File: src/common/delay_cfg.svh
// Widths, lane count and LFSR seed of the write delayer, included by its package and RTL modules
`ifndef DELAY_CFG_SVH
`define DELAY_CFG_SVH

// Address carried by one write request
`define DELAY_ADDR_WIDTH 32

// Data word carried alongside the address, like a single W beat
`define DELAY_DATA_WIDTH 32

// Transaction ID shared by the request and its B response
`define DELAY_ID_WIDTH 8

// Number of delay lanes, i.e. how many requests may be in flight at once
`define DELAY_NUM_LANES 4

// Stall counts span 0 to 15 cycles with four bits
`define DELAY_STALL_WIDTH 4

// Reset value of the random stall generator, must never be zero
`define DELAY_LFSR_SEED 16'hace1

`endif

File: src/common/delay_pkg.sv
// Shared types of the write delayer, imported by wildcard in every RTL module header
`default_nettype none

`include "delay_cfg.svh"

package delay_pkg;

  // Payload fields of a write request
  typedef logic [`DELAY_ADDR_WIDTH-1:0] addr_t;
  typedef logic [`DELAY_DATA_WIDTH-1:0] data_t;
  typedef logic [`DELAY_ID_WIDTH-1:0]   id_t;

  // Number of cycles a request is held back inside its lane
  typedef logic [`DELAY_STALL_WIDTH-1:0] stall_t;

  // Index of one delay lane, used by both round-robin pointers
  typedef logic [$clog2(`DELAY_NUM_LANES)-1:0] lane_idx_t;

  // Lane FSM
  // IDLE waits for a request, WAIT counts the stall down, OFFER presents it downstream
  typedef enum logic [1:0] {
    IDLE  = 2'd0,
    WAIT  = 2'd1,
    OFFER = 2'd2
  } lane_state_e;

  // Source of the stall count, selected at run time
  typedef enum logic {
    STALL_FIXED  = 1'b0,
    STALL_RANDOM = 1'b1
  } stall_mode_e;

endpackage

`default_nettype wire

File: src/common/delay_lane_if.sv
// Valid/ready link that carries one write request and its stall count into or out of a lane
`timescale 1ns/100ps
`default_nettype none

interface delay_lane_if import delay_pkg::*; ();

  // Handshake pair, a transfer happens on an edge where both are high
  logic   valid;
  logic   ready;

  // Request payload, stable while valid waits for ready
  addr_t  addr;
  data_t  data;
  id_t    id;

  // Stall count on the feed side; on the drain side the lane reports its remaining count
  stall_t stall;

  // Dispatcher side of a feed link
  modport feed (
    output valid,
    output addr,
    output data,
    output id,
    output stall,
    input  ready
  );

  // Lane side of a feed link
  modport lane_in (
    input  valid,
    input  addr,
    input  data,
    input  id,
    input  stall,
    output ready
  );

  // Lane side of a drain link
  modport lane_out (
    output valid,
    output addr,
    output data,
    output id,
    output stall,
    input  ready
  );

  // Collector side of a drain link, the stall count is of no interest there
  modport drain (
    input  valid,
    input  addr,
    input  data,
    input  id,
    output ready
  );

endinterface

`default_nettype wire

File: src/hw/delayer/delay_lane.sv
// One delay lane: holds a single request, counts its stall down, then offers it to the collector
`timescale 1ns/100ps
`default_nettype none

module delay_lane import delay_pkg::*; (
  input  logic          clk,
  input  logic          rst_n,
  delay_lane_if.lane_in  in_req,
  delay_lane_if.lane_out out_req
);

  lane_state_e state_q;

  // Remaining stall cycles, zero once the request is on offer
  stall_t count_q;

  // Held payload, written only when a request enters the lane
  addr_t addr_q;
  data_t data_q;
  id_t   id_q;

  logic in_xfer;
  logic out_xfer;

  // The lane holds one request, so it only listens while empty
  assign in_req.ready = (state_q == IDLE);
  assign in_xfer      = in_req.valid && in_req.ready;

  assign out_req.valid = (state_q == OFFER);
  assign out_req.addr  = addr_q;
  assign out_req.data  = data_q;
  assign out_req.id    = id_q;
  assign out_req.stall = count_q;
  assign out_xfer      = out_req.valid && out_req.ready;

  always_ff @(posedge clk) begin
    if (!rst_n) begin
      state_q <= IDLE;
      count_q <= '0;
    end else begin
      case (state_q)
        IDLE: begin
          if (in_xfer) begin
            count_q <= in_req.stall;
            // A zero stall skips the wait entirely
            state_q <= (in_req.stall == '0) ? OFFER : WAIT;
          end
        end
        WAIT: begin
          // Exactly stall cycles are spent here
          count_q <= count_q - stall_t'(1);
          if (count_q == stall_t'(1)) begin
            state_q <= OFFER;
          end
        end
        OFFER: begin
          if (out_xfer) begin
            state_q <= IDLE;
          end
        end
        default: begin
          state_q <= IDLE;
        end
      endcase
    end
  end

  always_ff @(posedge clk) begin
    if (in_xfer) begin
      addr_q <= in_req.addr;
      data_q <= in_req.data;
      id_q   <= in_req.id;
    end
  end

  // A stalled offer keeps its request until the collector takes it
  assert property (@(posedge clk) disable iff (!rst_n)
    out_req.valid && !out_req.ready |=>
      out_req.valid && $stable(addr_q) && $stable(data_q) && $stable(id_q));

  // A held request keeps the lane closed to new input until the collector drains it
  assert property (@(posedge clk) disable iff (!rst_n)
    !in_req.ready && !out_xfer |=> !in_req.ready);

endmodule

`default_nettype wire

File: src/hw/delayer/write_collect.sv
// Drains the delay lanes in round-robin order into the master-side output register
`timescale 1ns/100ps
`default_nettype none

`include "delay_cfg.svh"

module write_collect import delay_pkg::*; (
  input  logic        clk,
  input  logic        rst_n,
  delay_lane_if.drain lanes [`DELAY_NUM_LANES],
  output logic        mst_valid,
  input  logic        mst_ready,
  output addr_t       mst_addr,
  output data_t       mst_data,
  output id_t         mst_id
);

  // Lane that must be drained next, follows the dispatcher's order
  lane_idx_t ptr_q;

  // Lane outputs gathered into arrays for selection by the pointer
  logic [`DELAY_NUM_LANES-1:0] lane_valid;
  addr_t                       lane_addr [`DELAY_NUM_LANES];
  data_t                       lane_data [`DELAY_NUM_LANES];
  id_t                         lane_id   [`DELAY_NUM_LANES];

  // The output register can take a new entry this cycle
  logic load_ok;
  logic take;

  // Empty, or its current entry leaves on this edge
  assign load_ok = !mst_valid || mst_ready;
  assign take    = load_ok && lane_valid[ptr_q];

  for (genvar g = 0; g < `DELAY_NUM_LANES; g++) begin : gen_drain
    assign lane_valid[g]  = lanes[g].valid;
    assign lane_addr[g]   = lanes[g].addr;
    assign lane_data[g]   = lanes[g].data;
    assign lane_id[g]     = lanes[g].id;
    // Only the pointed lane is ever told it was drained
    assign lanes[g].ready = load_ok && (ptr_q == lane_idx_t'(g));
  end

  always_ff @(posedge clk) begin
    if (!rst_n) begin
      ptr_q     <= '0;
      mst_valid <= 1'b0;
    end else begin
      if (take) begin
        mst_valid <= 1'b1;
        if (ptr_q == lane_idx_t'(`DELAY_NUM_LANES - 1)) begin
          ptr_q <= '0;
        end else begin
          ptr_q <= ptr_q + lane_idx_t'(1);
        end
      end else if (mst_ready) begin
        mst_valid <= 1'b0;
      end
    end
  end

  // Payload register, loaded together with the drain transfer
  always_ff @(posedge clk) begin
    if (take) begin
      mst_addr <= lane_addr[ptr_q];
      mst_data <= lane_data[ptr_q];
      mst_id   <= lane_id[ptr_q];
    end
  end

  // A stalled master-side beat must not change or disappear
  assert property (@(posedge clk) disable iff (!rst_n)
    mst_valid && !mst_ready |=>
      mst_valid && $stable(mst_addr) && $stable(mst_data) && $stable(mst_id));

endmodule

`default_nettype wire

File: src/hw/delayer/write_dispatch.sv
// Accepts slave-side write requests, draws a stall count and steers each one to the next lane
`timescale 1ns/100ps
`default_nettype none

`include "delay_cfg.svh"

module write_dispatch import delay_pkg::*; (
  input  logic        clk,
  input  logic        rst_n,
  input  logic        slv_valid,
  output logic        slv_ready,
  input  addr_t       slv_addr,
  input  data_t       slv_data,
  input  id_t         slv_id,
  input  stall_mode_e stall_mode,
  input  stall_t      fixed_delay,
  delay_lane_if.feed  lanes [`DELAY_NUM_LANES]
);

  // Round-robin pointer to the lane that takes the next request
  lane_idx_t ptr_q;

  // Fibonacci LFSR that supplies the random stall counts
  logic [15:0] lfsr_q;
  logic        lfsr_fb;

  // Goes high one cycle after reset so no request is taken while leaving reset
  logic accept_en_q;

  // Ready of every lane, gathered so the pointer can select one of them
  logic [`DELAY_NUM_LANES-1:0] lane_ready;

  // Stall count handed to the lane together with the current request
  stall_t stall;

  logic accept;

  // Taps 16, 14, 13 and 11 give a maximal length sequence
  assign lfsr_fb = lfsr_q[15] ^ lfsr_q[13] ^ lfsr_q[12] ^ lfsr_q[10];

  // In random mode the low LFSR bits form the stall
  assign stall = (stall_mode == STALL_RANDOM) ? stall_t'(lfsr_q[`DELAY_STALL_WIDTH-1:0])
                                              : fixed_delay;

  // A busy target lane holds the slave side back even if other lanes are free,
  // which keeps the round-robin order intact
  assign slv_ready = accept_en_q && lane_ready[ptr_q];
  assign accept    = slv_valid && slv_ready;

  // Only the pointed lane sees valid, all lanes share the payload wires
  for (genvar g = 0; g < `DELAY_NUM_LANES; g++) begin : gen_feed
    assign lanes[g].valid = slv_valid && accept_en_q && (ptr_q == lane_idx_t'(g));
    assign lanes[g].addr  = slv_addr;
    assign lanes[g].data  = slv_data;
    assign lanes[g].id    = slv_id;
    assign lanes[g].stall = stall;
    assign lane_ready[g]  = lanes[g].ready;
  end

  always_ff @(posedge clk) begin
    if (!rst_n) begin
      accept_en_q <= 1'b0;
    end else begin
      accept_en_q <= 1'b1;
    end
  end

  // Pointer moves on after every accepted request and wraps at the last lane
  always_ff @(posedge clk) begin
    if (!rst_n) begin
      ptr_q <= '0;
    end else if (accept) begin
      if (ptr_q == lane_idx_t'(`DELAY_NUM_LANES - 1)) begin
        ptr_q <= '0;
      end else begin
        ptr_q <= ptr_q + lane_idx_t'(1);
      end
    end
  end

  // The LFSR steps once per accepted request, whatever the mode, so the
  // random sequence only depends on the number of requests seen
  always_ff @(posedge clk) begin
    if (!rst_n) begin
      lfsr_q <= `DELAY_LFSR_SEED;
    end else if (accept) begin
      lfsr_q <= {lfsr_q[14:0], lfsr_fb};
    end
  end

endmodule

`default_nettype wire

File: src/hw/write_delayer_top.sv
// Top level of the write delayer: dispatcher, delay lanes and collector, with B passed straight back
`timescale 1ns/100ps
`default_nettype none

`include "delay_cfg.svh"

module write_delayer_top import delay_pkg::*; (
  input  logic        clk,
  input  logic        rst_n,

  // Slave side, requests come in here
  input  logic        slv_valid,
  output logic        slv_ready,
  input  addr_t       slv_addr,
  input  data_t       slv_data,
  input  id_t         slv_id,

  // Master side, delayed requests leave here in arrival order
  output logic        mst_valid,
  input  logic        mst_ready,
  output addr_t       mst_addr,
  output data_t       mst_data,
  output id_t         mst_id,

  // Write response from the memory
  input  logic        mst_b_valid,
  output logic        mst_b_ready,
  input  id_t         mst_b_id,

  // Write response towards the requester
  output logic        slv_b_valid,
  input  logic        slv_b_ready,
  output id_t         slv_b_id,

  // Stall configuration, taken when a request is accepted
  input  stall_mode_e stall_mode,
  input  stall_t      fixed_delay
);

  // One feed and one drain link per lane
  delay_lane_if feed_if  [`DELAY_NUM_LANES] ();
  delay_lane_if drain_if [`DELAY_NUM_LANES] ();

  write_dispatch i_dispatch (
    .clk         (clk),
    .rst_n       (rst_n),
    .slv_valid   (slv_valid),
    .slv_ready   (slv_ready),
    .slv_addr    (slv_addr),
    .slv_data    (slv_data),
    .slv_id      (slv_id),
    .stall_mode  (stall_mode),
    .fixed_delay (fixed_delay),
    .lanes       (feed_if)
  );

  for (genvar g = 0; g < `DELAY_NUM_LANES; g++) begin : gen_lane
    delay_lane i_lane (
      .clk     (clk),
      .rst_n   (rst_n),
      .in_req  (feed_if[g]),
      .out_req (drain_if[g])
    );
  end

  write_collect i_collect (
    .clk       (clk),
    .rst_n     (rst_n),
    .lanes     (drain_if),
    .mst_valid (mst_valid),
    .mst_ready (mst_ready),
    .mst_addr  (mst_addr),
    .mst_data  (mst_data),
    .mst_id    (mst_id)
  );

  // B is not delayed, it goes through wire for wire
  assign slv_b_valid = mst_b_valid;
  assign slv_b_id    = mst_b_id;
  assign mst_b_ready = slv_b_ready;

endmodule

`default_nettype wire

File: config.mk
export PLATFORM = sky130hd
export DESIGN_NAME = write_delayer_top
export DESIGN_NICKNAME = d
export VERILOG_FILES = /design/src/common/delay_pkg.sv /design/src/common/delay_lane_if.sv /design/src/hw/delayer/delay_lane.sv /design/src/hw/delayer/write_collect.sv /design/src/hw/delayer/write_dispatch.sv /design/src/hw/write_delayer_top.sv
export VERILOG_INCLUDE_DIRS = /design/src /design/src/common
export SDC_FILE = /design/constraint.sdc
export NUM_CORES = 1
export LEC_CHECK = 0
export BUFFER_PORTS_ARGS = -buffer_cell sky130_fd_sc_hd__buf_2
export CORE_MARGIN = 3
export CORE_UTILIZATION = 52
export CTS_CLUSTER_DIAMETER = 100
export CTS_CLUSTER_SIZE = 20
export DETAILED_ROUTE_END_ITERATION = 16
export GPL_TIMING_DRIVEN = 0
export MAX_ROUTING_LAYER = met4
export PLACE_DENSITY = 0.7
export SETUP_SLACK_MARGIN = 0.05
export SYNTH_ARGS = -nofsm -noshare
export SYNTH_HDL_FRONTEND = slang
export SYNTH_SLANG_ARGS = --single-unit
File: constraint.sdc
create_clock -name clk -period 12 [get_ports clk]
set_input_delay 2.4 -clock clk [delete_from_list [all_inputs] [get_ports clk]]
set_output_delay 2.4 -clock clk [all_outputs]
set_load 0.1 [all_outputs]
# Word level (Yosys, flattened, before mapping)
# Cells that the tools add are included.
[op_classes]
add_sub_neg = 6
n_lt_le_gt_ge = 3
eq_ne = 30
mux = 44
bitwise = 4
reduce_logical = 42
[ops]
columns = ["operator", "count"]
rows = [
  ["binary-select mux 32 bit (select 2 bit)", 2],
  ["two-way mux 32 bit", 4],
  ["case mux 4 bit (2 select lines)", 4],
  ["two-way mux 2 bit", 15],
  ["case mux 2 bit (3 select lines)", 4],
  ["logical AND 1 bit", 20],
  ["two-way mux 4 bit", 5],
  ["binary-select mux 8 bit (select 2 bit)", 1],
  ["== test 2 bit (second input constant)", 8],
  ["== test 4 x 1 -> 1 bit (second input constant)", 4],
  ["two-way mux 8 bit", 2],
  ["!= test 2 bit (second input constant)", 8],
  ["subtractor 4 x 1 -> 4 bit (second input constant)", 4],
  ["== test 2 x 1 -> 1 bit (second input constant)", 6],
  ["zero test 2 bit", 6],
  ["AND reduction 3 bit", 4],
  ["nonzero test 2 bit", 5],
  ["!= test 2 x 1 -> 1 bit (second input constant)", 4],
  ["AND reduction 2 bit", 4],
  ["< comparator 2 x 3 -> 1 bit (second input constant)", 2],
  ["two-way mux 1 bit", 5],
  ["adder 2 x 1 -> 2 bit (second input constant)", 2],
  ["binary-select mux 1 bit (select 2 bit)", 2],
  ["zero test 4 bit", 1],
  ["5 further kinds", 7],
]
[word_totals]
register_bits = 406
in_bits = 91
output_inout_bits = 84
wordCells = 157

# Logic depth before layout (Yosys ltp)
[logic_depth]
ltp_word = 6
ltp_mapped = 7
ltp_nobuf = 6

# By module
# Synthesis repeated with hierarchy kept, for this count alone.
[hier_totals]
cells_unflattened = 1053
hier_area_um2 = 17685.7
[modules_own_cells]
columns = ["module", "instances", "cells_per_inst", "area_per_inst_um2", "seq_area_each_um2"]
rows = [
  ["delay_lane", 4, 117, 2566.2, 2282.2],
  ["write_collect", 1, 191, 4196.5, 2222.1],
  ["write_dispatch", 1, 384, 3149.3, 380.4],
  ["write_delayer_top", 1, 10, 75.1, 0.0],
]

# Worst setup path before layout
# OpenSTA, ideal clock, no wires.
[synth_timing]
kind = "input to register"
start = "input port slv_valid"
end = "register gen_lane[3].i_lane.addr_q[0] (enable)"
setup_ns = 0.590
t_arrival_ns = 7.797
required_ns = 11.410
path_slack_ns = 3.612
stages = 4
path_buffers = 1
cell_sequence = "clkbuf_1 and2_1 nand2_1 nor3_1"
[synth_between]
elab_chain_len = 3
[synth_rtl]
columns = ["element", "line_no", "text"]
rows = [
  ["start, declared", "write_delayer_top.sv:12", "input logic slv_valid,"],
  ["logical AND 1 bit (2 in series)", "write_dispatch.sv:52", "assign lanes[g].valid = slv_valid && accept_en_q && (ptr_q == lane_idx_t'(g));"],
  ["logical AND 1 bit", "delay_lane.sv:27", "assign in_xfer = in_req.valid && in_req.ready;"],
  ["net gen_lane[3].i_lane.in_xfer", "delay_lane.sv:22", "logic in_xfer;"],
  ["end signal, assigned", "delay_lane.sv:70", "addr_q <= in_req.addr;"],
  ["end, declared", "delay_lane.sv:18", "addr_t addr_q;"],
]
# The timed path passes the listed nets, and every way through them passes these cells.
# A chain may end at the register's enable or synchronous reset.

# Worst setup path after layout
[layout_timing]
start = "input port mst_b_id[4]"
end = "output port slv_b_id[4]"
[layout_rtl]
columns = ["element", "line_no", "text"]
rows = [
  ["start, declared", "write_delayer_top.sv:28", "input id_t mst_b_id,"],
  ["end, declared", "write_delayer_top.sv:33", "output id_t slv_b_id,"],
]
# No word-level cell between the ends.

==> summary.txt <==
Timing
  – Final period util: 0.441
  – Final Hold Viols: 0
  – RSZ-0062 raised after global routing: false
  – Slew @ Worst Pin: 1.00 ns
  – Setup violators final: 0
  – Clk_skew: 0.0165 ns
  – Hold slack: 0.461 ns
  – Slew margin rel.: 0.329
  – Slew Viols, Final: 0
  – Fmax: 0.189 GHz
  – Fin crit period: 5.29 ns
  – Setup WS post-layout: 6.71 ns

Worst setup path
  – CP top delay family: buffers and inverters
  – Kind of critical path: in -> out
  – Worst path slowest cell: buf_2
  – Worst Path Arrival: 2.89 ns
  – Crit path depth: 2
  – Flop-to-flop setup slack: 9.26 ns
  – R2R Path End: gen_lane[1].i_lane.out_req.id[1]
  – CP max FO: 1
  – Crit path capture type: output port
  – Data required time of the worst path: 9.60 ns
  – Worst reg2reg startpoint: i_dispatch.accept_en_q
  – CP Capture Point: slv_b_id[4]
  – Critical Path, Cell by Cell: buf_4 -> buf_2
  – Crit path largest cell delay: 0.41 ns
  – Worst Setup SP: mst_b_id[4]
  – Setup crit start kind: input port
  – Buf+Inv Stages, Crit Path: 2
  – Cells on worst reg2reg path: 7

Routing
  – Initial DRT Pass Iterations: 5
  – Vias per cell: 5.46
  – Post-route DRC: 0
  – Initial DRC Count: 790
  – DRT Wirelength: 28100 um
  – Via Count: 7588
  – Final antenna-violating net count: 0
  – Routed len/inst: 20.2 um

Logic synthesis
  – Yosys warnings: 0
  – Ranking of synthesized cells by area: edfxtp_1 71%, mux4_2 11%, dfxtp_1 6.1%
  – Synth area leader: edfxtp_1
  – Synthesized Nets: 871
  – Top post-synthesis cells by count: 360 x edfxtp_1, 73 x mux4_2, 52 x nand2_1, 46 x dfxtp_1, 30 x o21ai_0
  – Register area share after synthesis: 0.775
  – Synthesized instance count: 764
  – Prevailing post-synth register cell: edfxtp_1
  – Synth async-reset ratio: 0
  – Mean Syn Cell Area: 19.8 sq um
  – Post-synthesis cell area: 15100 sq um
  – Post-synthesis cell type count: 41
  – Top-count cell post-synth: edfxtp_1
  – Post-synth EDFFs: 360
  – Synth top area share: 0.715
  – FF+latch count, synth: 406

Placed design
  – Post-DP HPWL: 19300 um
  – Place WS: 6.71 ns
  – # port buffers: 162
  – Placer Congestion: 0.826

CTS
  – Root Driver: clkbuf_16
  – Hold buffers post-CTS: 0
  – Setup Buffers After CTS: 0
  – CTS tree: done
  – TritonCTS buffer count: 24
  – # H-tree levels: 1
  – Skew-Pair Late Insertion Delay: 0.53 ns
  – Clock sink count: 406
  – CTS resizes: 0
  – Clk pin slew, worst setup/hold paths: 0.07 ns
  – Max Buffers Root-to-Sink: 3

Floorplan
  – Die width: 177 um
  – Die height: 177 um
  – Initial core utilization: 0.536
  – IO Pins: 175
  – Die area: 31200 sq um
  – Core Box Area: 28200 sq um
  – Row count: 61

GRT
  – Number of global-route vias before repair: 7567
  – GR Layer Usage met3: 0.0252
  – First-pass GRT wire length: 43300 um
  – Remaining Overflow, GRT: 0
  – Antenna violations before repair: 3
  – Met1 Use GR: 0.260
  – Met2 Use GR: 0.296
  – Overall fraction of global-route tracks in use: 0.185
  – Most used routing layer in global routing: met2
  – Largest net degree at the start of global routing: 28

Min path
  – Worst hold path type: reg -> reg

Outcome
  – Status: finished clean

Finish
  – Layout area overhead: 16.5%
  – Seq. cell area: 11700 sq um
  – Multi-input gate area: 3140 sq um
  – Fillcell total: 2004
  – Fraction of layout cells with a size suffix above 1: 0.327
  – Final net count: 1095

Run
  – Max cap viols: 0

Pwr
  – Peak supply drop: 0.102 mV
  – Pwr dens: 176 nW/um^2
  – Leak: 0.00596 uW
==> state kept, by name (all words and copies together), names as in the netlist, 8 cells and up <==
register,flops
i_collect.mst_id,8
gen_lane.i_lane.out_req.addr,128
i_collect.mst_addr,32
gen_lane.i_lane.out_req.stall,16
i_collect.mst_data,32
gen_lane.i_lane.out_req.data,128
gen_lane.i_lane.state_q,8
gen_lane.i_lane.out_req.id,32
i_dispatch.lfsr_q,16
==> per-stage QoR <==
step	power, uW	std cells	area (sq um)	utilization	TNS [ns]
2_1_floorplan	2170	764	15100	-	0
6_report	3100	1389	17600	0.624	0
3_5_place_dp	2320	1340	16900	0.599	0
5_1_grt	3230	1387	17600	0.624	0
4_1_cts	3130	1384	17600	0.624	0
3_3_place_gp	2300	1304	16400	0.581	-232.32
==> where the power goes <==
| part | internal (uW) | switching (uW) | total [uW] | leakage (uW) |
|---|---|---|---|---|
| Sequential | 1660 | 38.3 | 1690 | 0.00364 |
| Combinational | 190 | 395 | 585 | 0.00198 |
| Clock | 396 | 424 | 820 | 0.000337 |
==> cell families (layout without fill, tap and decap cells) <==
| kind of cell | Yosys count | in the layout | synth area share |
|---|---|---|---|
| other | 0 | 5 | 0 |
| AOI/OAI and AO/OA | 83 | 83 | 0.0334 |
| adders and majority gates | 16 | 16 | 0.0132 |
| xor gates and xnor gates | 7 | 7 | 0.00405 |
| muxes | 92 | 92 | 0.121 |
| DFF | 406 | 406 | 0.775 |
| and+or+nand+nor | 104 | 104 | 0.0333 |
| buffers and inverters | 56 | 298 | 0.0191 |
==> how the worst min path moves through the flow <==
stage | start | endpoint | slack (ns) | cells after the start
6_report | i_dispatch.lfsr_q[8] | i_dispatch.lfsr_q[9] | 0.46 | 2
5_1_grt | i_dispatch.lfsr_q[8] | i_dispatch.lfsr_q[9] | 0.49 | 2
2_1_floorplan | i_dispatch.lfsr_q[11] | i_dispatch.lfsr_q[12] | 0.44 | 2
3_5_place_dp | i_dispatch.lfsr_q[8] | i_dispatch.lfsr_q[9] | 0.45 | 2
4_1_cts | i_dispatch.lfsr_q[8] | i_dispatch.lfsr_q[9] | 0.46 | 2
3_3_place_gp | i_dispatch.lfsr_q[8] | i_dispatch.lfsr_q[9] | 0.44 | 2
==> placed cells by master (no fill, tap or decap), drive strengths merged, types with 5 or more instances in the layout <==
cell    synthesis  routed
a21oi          23      23
buf            27     225
clkbuf         16      59
dfxtp          46      46
diode           0       5
edfxtp        360     360
ha             16      16
inv            12      13
mux2i          17      17
mux4           73      73
nand2          52      52
nand2b          9       9
nand3           9       9
nor2           13      13
nor3            8       8
o21ai          30      30
xor2            5       5
==> layer usage <==
layer  wire [um]  up-vias
met2       13900      235
li1            -     3499
met5           0        -
met3        1840       39
met4         441        0
met1       11900     3815
==> area by class of cell <==
type | instances | area share
diodes | 5 | 0.000710
plain buffers | 43 | 0.0136
clock buffers | 43 | 0.0393
clock inverters | 1 | 0.000923
inverters | 13 | 0.00277
multi-input cells | 302 | 0.178
flip-flops and latches | 406 | 0.666
well taps | 378 | 0.0268
repair buffers | 198 | 0.0724
No activity file was read; power rests on OpenSTA's default activity.
